File: config.mk
export PLATFORM = sky130hd
export DESIGN_NAME = fpCmpUnit
export DESIGN_NICKNAME = d
export VERILOG_FILES = /design/src/hdl/fp48Pkg.sv /design/src/hdl/fpDecomp48Reg.sv /design/src/hdl/fpCmpExec.sv /design/src/hdl/fpResultFmt.sv /design/src/hdl/fpCmpUnit.sv
export SDC_FILE = /design/constraint.sdc
export NUM_CORES = 1
export LEC_CHECK = 0
export BUFFER_PORTS_ARGS = -buffer_cell sky130_fd_sc_hd__clkbuf_2
export CAP_MARGIN = 10
export CORE_MARGIN = 2
export CORE_UTILIZATION = 65
export CTS_BUF_LIST = sky130_fd_sc_hd__clkbuf_8
export CTS_CLUSTER_SIZE = 28
export DETAILED_ROUTE_END_ITERATION = 12
export PLACE_DENSITY_LB_ADDON = 0.08
export SYNTH_ARGS = -nofsm -noshare
export SYNTH_HDL_FRONTEND = slang
export SYNTH_HIERARCHICAL = 1
export SYNTH_SLANG_ARGS = --single-unit
File: constraint.sdc
create_clock -name clk -period 9 [get_ports clk]
set_input_delay 0.9 -clock clk [delete_from_list [all_inputs] [get_ports clk]]
set_output_delay 0.9 -clock clk [all_outputs]
set_load 0.03 [all_outputs]
File: src/hdl/fp48Pkg.sv
// ======================================
// 48-bit format: 1 sign, 11 exponent, 36 mantissa bits
// qnan is taken from the top mantissa bit alone
// ======================================

package fp48Pkg;

	// ======================================
	// format
	// ======================================
	localparam int MSB  = 47;	// top bit of the word
	localparam int EMSB = 10;	// top exponent bit
	localparam int FMSB = 35;	// top mantissa bit
	localparam int CLS_W = 10;	// width of the classify mask

	// sign 0, exponent all ones, only the quiet bit set
	localparam logic [MSB:0] canonNan = {1'b0, {(EMSB+1){1'b1}}, 1'b1, {FMSB{1'b0}}};

	typedef enum logic [2:0] {
		OP_MIN,
		OP_MAX,
		OP_CMP,
		OP_CLASS,
		OP_ABS,
		OP_NEG
	} fpOp_e;

	// ======================================
	// classify mask bit positions
	// ======================================
	localparam int CLS_NINF  = 0;
	localparam int CLS_NNORM = 1;
	localparam int CLS_NDEN  = 2;
	localparam int CLS_NZERO = 3;
	localparam int CLS_PZERO = 4;
	localparam int CLS_PDEN  = 5;
	localparam int CLS_PNORM = 6;
	localparam int CLS_PINF  = 7;
	localparam int CLS_SNAN  = 8;
	localparam int CLS_QNAN  = 9;

	// compare mask bits
	localparam int CMP_LT = 0;
	localparam int CMP_EQ = 1;
	localparam int CMP_GT = 2;
	localparam int CMP_UN = 3;	// either side NaN

	// decoded view of one operand
	typedef struct packed {
		logic [MSB:0]    raw;
		logic            sgn;
		logic [EMSB:0]   exp;
		logic [FMSB:0]   man;
		logic [FMSB+1:0] fract;	// mantissa with hidden bit
		logic            xz;	// exponent zero
		logic            mz;	// mantissa zero
		logic            vz;	// value zero
		logic            inf;	// infinity
		logic            xinf;	// exponent all ones
		logic            qnan;
		logic            snan;
		logic            nan;
	} fpFields_t;

	typedef struct packed {
		fpFields_t a;
		fpFields_t b;
		fpOp_e     op;
	} decStage_t;	// decode -> execute

	typedef struct packed {
		logic [MSB:0] value;	// mask sits in the low bits
		logic         isMask;
		logic         invalid;
	} execStage_t;	// execute -> result

endpackage

File: src/hdl/fpDecomp48Reg.sv
// ======================================
// decode stage, one ce-qualified cycle of latency
// all flags are produced here and only read downstream
// ======================================
`timescale 1ns/100ps

module fpDecomp48Reg #(
	parameter int tagWidth = 4	// user tag width, 1 or more
) (
	input  logic                  clk,
	input  logic                  arstN,
	input  logic                  ce,	// stage enable
	input  logic                  inStb,	// one operation this cycle
	input  fp48Pkg::fpOp_e        op,
	input  logic [fp48Pkg::MSB:0] a,
	input  logic [fp48Pkg::MSB:0] b,
	input  logic [tagWidth-1:0]   inTag,
	output logic                  decStb,
	output fp48Pkg::decStage_t    dec,
	output logic [tagWidth-1:0]   decTag
);
	import fp48Pkg::*;

	// split a word into fields and class flags
	function automatic fpFields_t decomp(input logic [MSB:0] w);
		fpFields_t f;
		f.raw   = w;
		f.sgn   = w[MSB];
		f.exp   = w[MSB-1:FMSB+1];
		f.man   = w[FMSB:0];
		f.xz    = ~|f.exp;	// denormal or zero
		f.mz    = ~|f.man;
		f.vz    = f.xz & f.mz;
		f.xinf  = &f.exp;
		f.inf   = f.xinf & f.mz;
		f.nan   = f.xinf & ~f.mz;
		f.qnan  = f.xinf & f.man[FMSB];	// quiet bit set
		f.snan  = f.xinf & ~f.man[FMSB] & ~f.mz;
		f.fract = {~f.xz, f.man};	// hidden bit recovered
		return f;
	endfunction

	decStage_t decNext;

	always_comb begin
		decNext.a  = decomp(a);
		decNext.b  = decomp(b);
		decNext.op = op;
	end

	// data is cleared as well so the outputs start known
	always_ff @(posedge clk or negedge arstN) begin
		if (!arstN) begin
			decStb <= 1'b0;
			dec    <= '0;
			decTag <= '0;
		end else if (ce) begin
			decStb <= inStb;
			dec    <= decNext;
			decTag <= inTag;	// tag rides with the operands
		end
	end

endmodule

File: src/hdl/fpCmpExec.sv
// ======================================
// execute stage with ordering, NaN rules and opcode select
// -0 orders below +0 for MIN/MAX, equal for CMP
// ======================================
`timescale 1ns/100ps

module fpCmpExec #(
	parameter int tagWidth = 4
) (
	input  logic                 clk,
	input  logic                 arstN,
	input  logic                 ce,
	input  logic                 decStb,
	input  fp48Pkg::decStage_t   dec,
	input  logic [tagWidth-1:0]  decTag,
	output logic                 exStb,
	output fp48Pkg::execStage_t  ex,
	output logic [tagWidth-1:0]  exTag
);
	import fp48Pkg::*;

	logic             magLt, magEq;	// magnitude order only
	logic             bothZero;
	logic             lt, eq, gt;	// signed order, NaNs ignored
	logic             aBelow;	// a first in the total order
	logic             unord;
	logic [MSB:0]     minVal, maxVal;
	logic [3:0]       cmpMask;
	logic [CLS_W-1:0] clsMask;
	logic             aNorm;
	execStage_t       exNext;

	// ======================================
	// ordering
	// ======================================
	always_comb begin
		// exponent then fraction gives the magnitude order
		magLt    = {dec.a.exp, dec.a.fract} < {dec.b.exp, dec.b.fract};
		magEq    = {dec.a.exp, dec.a.fract} == {dec.b.exp, dec.b.fract};
		bothZero = dec.a.vz & dec.b.vz;
		eq       = bothZero | ((dec.a.sgn == dec.b.sgn) & magEq);
		if (bothZero)
			lt = 1'b0;
		else if (dec.a.sgn != dec.b.sgn)
			lt = dec.a.sgn;	// negative side is lower
		else if (dec.a.sgn)
			lt = ~magLt & ~magEq;	// both negative, bigger mag is lower
		else
			lt = magLt;
		gt     = ~lt & ~eq;
		aBelow = lt | (bothZero & dec.a.sgn & ~dec.b.sgn);	// -0 < +0
		unord  = dec.a.nan | dec.b.nan;

		// a single NaN yields the other operand
		if (dec.a.nan & dec.b.nan) begin
			minVal = canonNan;
			maxVal = canonNan;
		end else if (dec.a.nan) begin
			minVal = dec.b.raw;
			maxVal = dec.b.raw;
		end else if (dec.b.nan) begin
			minVal = dec.a.raw;
			maxVal = dec.a.raw;
		end else begin
			minVal = aBelow ? dec.a.raw : dec.b.raw;
			maxVal = aBelow ? dec.b.raw : dec.a.raw;
		end

		cmpMask = '0;
		if (unord)
			cmpMask[CMP_UN] = 1'b1;	// unordered only
		else begin
			cmpMask[CMP_LT] = lt;
			cmpMask[CMP_EQ] = eq;
			cmpMask[CMP_GT] = gt;
		end
	end

	// ======================================
	// classify + select
	// ======================================
	always_comb begin
		aNorm   = ~dec.a.xz & ~dec.a.xinf;
		clsMask = '0;
		clsMask[CLS_NINF]  = dec.a.inf & dec.a.sgn;
		clsMask[CLS_NNORM] = aNorm & dec.a.sgn;
		clsMask[CLS_NDEN]  = dec.a.xz & ~dec.a.mz & dec.a.sgn;
		clsMask[CLS_NZERO] = dec.a.vz & dec.a.sgn;
		clsMask[CLS_PZERO] = dec.a.vz & ~dec.a.sgn;
		clsMask[CLS_PDEN]  = dec.a.xz & ~dec.a.mz & ~dec.a.sgn;
		clsMask[CLS_PNORM] = aNorm & ~dec.a.sgn;
		clsMask[CLS_PINF]  = dec.a.inf & ~dec.a.sgn;
		clsMask[CLS_SNAN]  = dec.a.snan;
		clsMask[CLS_QNAN]  = dec.a.qnan;

		exNext = '0;
		case (dec.op)
			OP_MIN:   begin
				exNext.value   = minVal;
				exNext.invalid = dec.a.snan | dec.b.snan;
			end
			OP_MAX:   begin
				exNext.value   = maxVal;
				exNext.invalid = dec.a.snan | dec.b.snan;
			end
			OP_CMP:   begin
				exNext.value[3:0] = cmpMask;
				exNext.isMask     = 1'b1;
				exNext.invalid    = dec.a.snan | dec.b.snan;
			end
			OP_CLASS: begin
				exNext.value[CLS_W-1:0] = clsMask;	// never invalid
				exNext.isMask           = 1'b1;
			end
			OP_ABS:   begin
				exNext.value   = {1'b0, dec.a.exp, dec.a.man};
				exNext.invalid = dec.a.snan;
			end
			OP_NEG:   begin
				exNext.value   = {~dec.a.sgn, dec.a.exp, dec.a.man};
				exNext.invalid = dec.a.snan;
			end
			default:  exNext.value = dec.a.raw;	// spare codes pass a
		endcase
	end

	always_ff @(posedge clk or negedge arstN) begin
		if (!arstN) begin
			exStb <= 1'b0;
			ex    <= '0;
			exTag <= '0;
		end else if (ce) begin
			exStb <= decStb;
			ex    <= exNext;
			exTag <= decTag;
		end
	end

endmodule

File: src/hdl/fpResultFmt.sv
// ======================================
// result stage, invalid is a pulse qualified by outStb
// ======================================
`timescale 1ns/100ps

module fpResultFmt #(
	parameter int tagWidth = 4
) (
	input  logic                  clk,
	input  logic                  arstN,
	input  logic                  ce,
	input  logic                  exStb,
	input  fp48Pkg::execStage_t   ex,
	input  logic [tagWidth-1:0]   exTag,
	output logic                  outStb,	// one result this cycle
	output logic [fp48Pkg::MSB:0] res,
	output logic                  invalid,
	output logic [tagWidth-1:0]   outTag
);
	import fp48Pkg::*;

	logic [MSB:0] resNext;

	// masks keep only their low CLS_W bits, values pass whole
	always_comb begin
		if (ex.isMask)
			resNext = {{(MSB+1-CLS_W){1'b0}}, ex.value[CLS_W-1:0]};
		else
			resNext = ex.value;
	end

	always_ff @(posedge clk or negedge arstN) begin
		if (!arstN) begin
			outStb  <= 1'b0;
			res     <= '0;
			invalid <= 1'b0;
			outTag  <= '0;
		end else if (ce) begin
			outStb  <= exStb;
			res     <= resNext;
			invalid <= ex.invalid & exStb;	// low between results
			outTag  <= exTag;
		end
	end

endmodule

File: src/hdl/fpCmpUnit.sv
// ======================================
// 3-stage compare/sign unit, result 3 ce edges after inStb
// ce low holds every stage, strobes included
// ======================================
`timescale 1ns/100ps

module fpCmpUnit #(
	parameter int tagWidth = 4
) (
	input  logic                  clk,
	input  logic                  arstN,
	input  logic                  ce,
	input  logic                  inStb,
	input  fp48Pkg::fpOp_e        op,
	input  logic [fp48Pkg::MSB:0] a,
	input  logic [fp48Pkg::MSB:0] b,
	input  logic [tagWidth-1:0]   inTag,
	output logic                  outStb,
	output logic [fp48Pkg::MSB:0] res,
	output logic                  invalid,
	output logic [tagWidth-1:0]   outTag
);
	import fp48Pkg::*;

	// ======================================
	// stage links
	// ======================================
	logic                decStb, exStb;
	decStage_t           dec;	// decode -> execute
	execStage_t          ex;	// execute -> result
	logic [tagWidth-1:0] decTag, exTag;

	fpDecomp48Reg #(.tagWidth(tagWidth)) fpDecomp48Reg_i (
		.clk(clk), .arstN(arstN), .ce(ce),
		.inStb(inStb), .op(op), .a(a), .b(b), .inTag(inTag),
		.decStb(decStb), .dec(dec), .decTag(decTag)
	);

	fpCmpExec #(.tagWidth(tagWidth)) fpCmpExec_i (
		.clk(clk), .arstN(arstN), .ce(ce),
		.decStb(decStb), .dec(dec), .decTag(decTag),
		.exStb(exStb), .ex(ex), .exTag(exTag)
	);

	fpResultFmt #(.tagWidth(tagWidth)) fpResultFmt_i (
		.clk(clk), .arstN(arstN), .ce(ce),
		.exStb(exStb), .ex(ex), .exTag(exTag),
		.outStb(outStb), .res(res), .invalid(invalid), .outTag(outTag)
	);

endmodule

==> run metrics <==
std cell rows 51; Tmin final about 4.5 ns; DP HPWL 19.73 mm; Cell Chain, Critical Path ha_1 > nand4_1 > nor3_1 > nand3_1 > or4_4 > and3_1 > a221oi_4 > xnor2_1 > a2111oi_4 > a211oi_1 > nor3_2; antenna-violating nets left 0; grt ovf 0; setup violators final 0; R2R Path End fpCmpExec_i/ex[4]$_DFFE_PN0P_; Root Driver clkbuf_8; clock slew at reported path FFs 0.07 ns; pin count of the biggest net entering global routing around 110; count of pins over their slew limit 0; initial antenna violation count 0; crit end category flop; Period Utilization, post-route 0.5022; Final Routed Wirelength 29.15 mm; routed vias around 9000; I/O pin cnt around 160; cell internal pwr 1.957 mW; Seq pwr share 0.447; Layout area overhead 5.885%; YS warnings 6; actual slew at the worst max-slew pin 1.140 ns; fin nets about 1400; register-to-register setup slack between 4 and 5 ns; GRT Total Usage 0.2872; Hold Vio Cnt, Final 0; CTS Buffer Depth 3; Die X ~140 um; total CTS buffers 39; DRC viols 0; Sw Pwr ~0.95 mW; Switching Fraction 0.3259; die height roughly 140 um; initial core utilization 0.6576; VDD IR max 0.1489 mV; run status complete, no violations; Power per Cell Area between 200 and 250 nW/um^2; Post-CTS Setup Bufs 0; Vias/cell about 6.0; Port Buffers between 150 and 200; HP Class input port to async pin; Slowest cell on crit path a2111oi_4; TritonCTS clock tree yes; Mapped Area 12710 um^2; clock network power share 0.323; Rel. slew slack 0.2397; Mapped Cells 1192; Clock H-tree levels 2; CP Data Required Time 9.45 ns; Comb pwr share 0.230; routability cong. around 0.9; Core ar. just under 20000 um^2; final setup margin 4.480 ns; post-CTS sizing 0; FILL cells about 1500; worst path arrival time between 4 and 5 ns; vias in the first global route around 8500; syn avg cell area 10.67 um^2; RSZ-0062 raised after global routing false; Hold-fix buffers, CTS 0; layout cell share with drive strength beyond 1 0.3115; initial detailed-routing violation count 724; # diodes 0; clk_lat worst skew roughly 0.54 ns; Place WS approximately 4.5 ns; Mapped Nets between 1000 and 1500; final setup TNS 0 ns; drt pass-1 iters 5; static leakage 6.236 nW; Crit path largest cell delay ~1.1 ns; max-cap viol count 0; CTS sink cnt 226; FMAX 221.3 MHz; drt wl/cell approximately 19 um; Setup Crit Path Kind flop to flop; FF-to-FF path depth 11; r2r startpoint fpDecomp48Reg_i/dec[282]$_DFFE_PN0P_; CP startpoint kind flop; first-pass GRT wire length roughly 46 mm; Setup Skew 0.01146 ns; die area 20700 um^2; Crit Path Max Fanout 20
[worst max-delay path by stage]
stage | depth (start not counted) | start | end | slack, ns
2_1_floorplan | 11 | fpDecomp48Reg_i/dec[252]$_DFFE_PN0P_ | fpCmpExec_i/ex[17]$_DFFE_PN0P_ | 5.40
3_3_place_gp | 11 | fpDecomp48Reg_i/dec[283]$_DFFE_PN0P_ | fpCmpExec_i/ex[6]$_DFFE_PN0P_ | 4.66
3_5_place_dp | 11 | fpDecomp48Reg_i/dec[281]$_DFFE_PN0P_ | fpCmpExec_i/ex[4]$_DFFE_PN0P_ | 4.52
4_1_cts | 11 | fpDecomp48Reg_i/dec[282]$_DFFE_PN0P_ | fpCmpExec_i/ex[4]$_DFFE_PN0P_ | 4.48
5_1_grt | 11 | fpDecomp48Reg_i/dec[282]$_DFFE_PN0P_ | fpCmpExec_i/ex[2]$_DFFE_PN0P_ | 4.10
6_report | 11 | fpDecomp48Reg_i/dec[282]$_DFFE_PN0P_ | fpCmpExec_i/ex[4]$_DFFE_PN0P_ | 4.48
[metal layers]
metal  global-route usage  wire (um)  up-vias
met5                    0          0        -
met4              0.07998        702        0
met3              0.05265       1595       52
met2               0.4411      13230      265
met1               0.4204      13620     4459
li1                     -          -     4238
[critical path, delay by kind of cell, from the launching register on]
kind | cells | cell delay [ns]
AOI/OAI and AO/OA | 3 | 1.62
xor gates and xnor gates | 1 | 0.25
adders and majority gates | 1 | 0.32
DFF | 1 | 0.43
and+or+nand+nor | 6 | 1.80
[registers in the layout (all words and copies together) (netlist names)]
signal,flops
fpCmpExec_i/ex,50
fpCmpExec_i/exStb,1
fpCmpExec_i/exTag,4
fpDecomp48Reg_i/dec,112
fpDecomp48Reg_i/decStb,1
fpDecomp48Reg_i/decTag,4
fpResultFmt_i/invalid,1
fpResultFmt_i/outStb,1
fpResultFmt_i/outTag,4
fpResultFmt_i/res,48
[area by class of cell]
| cell class | count | area [um^2] | share of cell area |
|---|---|---|---|
| Inverter | 127 | 476.7 | 0.03541 |
| Clock buffer | 45 | 619.3 | 0.04600 |
| Sequential cell | 226 | 5657 | 0.4202 |
| Tap cell | 265 | 331.6 | 0.02463 |
| Multi-Input combinational cell | 642 | 5295 | 0.3933 |
| Clock inverter | 27 | 172.7 | 0.01283 |
| Timing Repair Buffer | 172 | 910.9 | 0.06766 |
[cell usage in the layout, fill, tap and decap left out, types with 29 or more instances in the layout]
master and n:
mux2_2 125, ha_1 48, nand3b_1 38, nand2_1 32, clkbuf_8 45, clkbuf_2 158
o21ai_0 72, inv_1 143, o22ai_1 35, dfrtp_1 225, nand4_1 29
[through the flow]
stage / total power, mW / instances / hold WS [ns] / cell area (um^2) / utilization
2_1_floorplan: 1.831 / 1192 / 0.4484 / 12710 / -
3_3_place_gp: 1.960 / 1432 / 0.4645 / 12670 / 0.6553
3_5_place_dp: 1.979 / 1432 / 0.4851 / 12670 / 0.6553
4_1_cts: 2.923 / 1504 / 0.3875 / 13460 / 0.6963
5_1_grt: 3.066 / 1504 / 0.4137 / 13460 / 0.6963
6_report: 2.904 / 1504 / 0.3667 / 13460 / 0.6963
[power by group through the flow]
stage | Sequential [mW] | Clock (mW) | Combinational [mW]
floorplan | 1.36 | 0 | 0.466
finish | 1.30 | 0.937 | 0.669
detailed placement | 1.31 | 0 | 0.666
CTS | 1.30 | 0.956 | 0.670
global route | 1.32 | 1.01 | 0.738
global placement | 1.31 | 0 | 0.653
(Power assumes the default switching activity.)
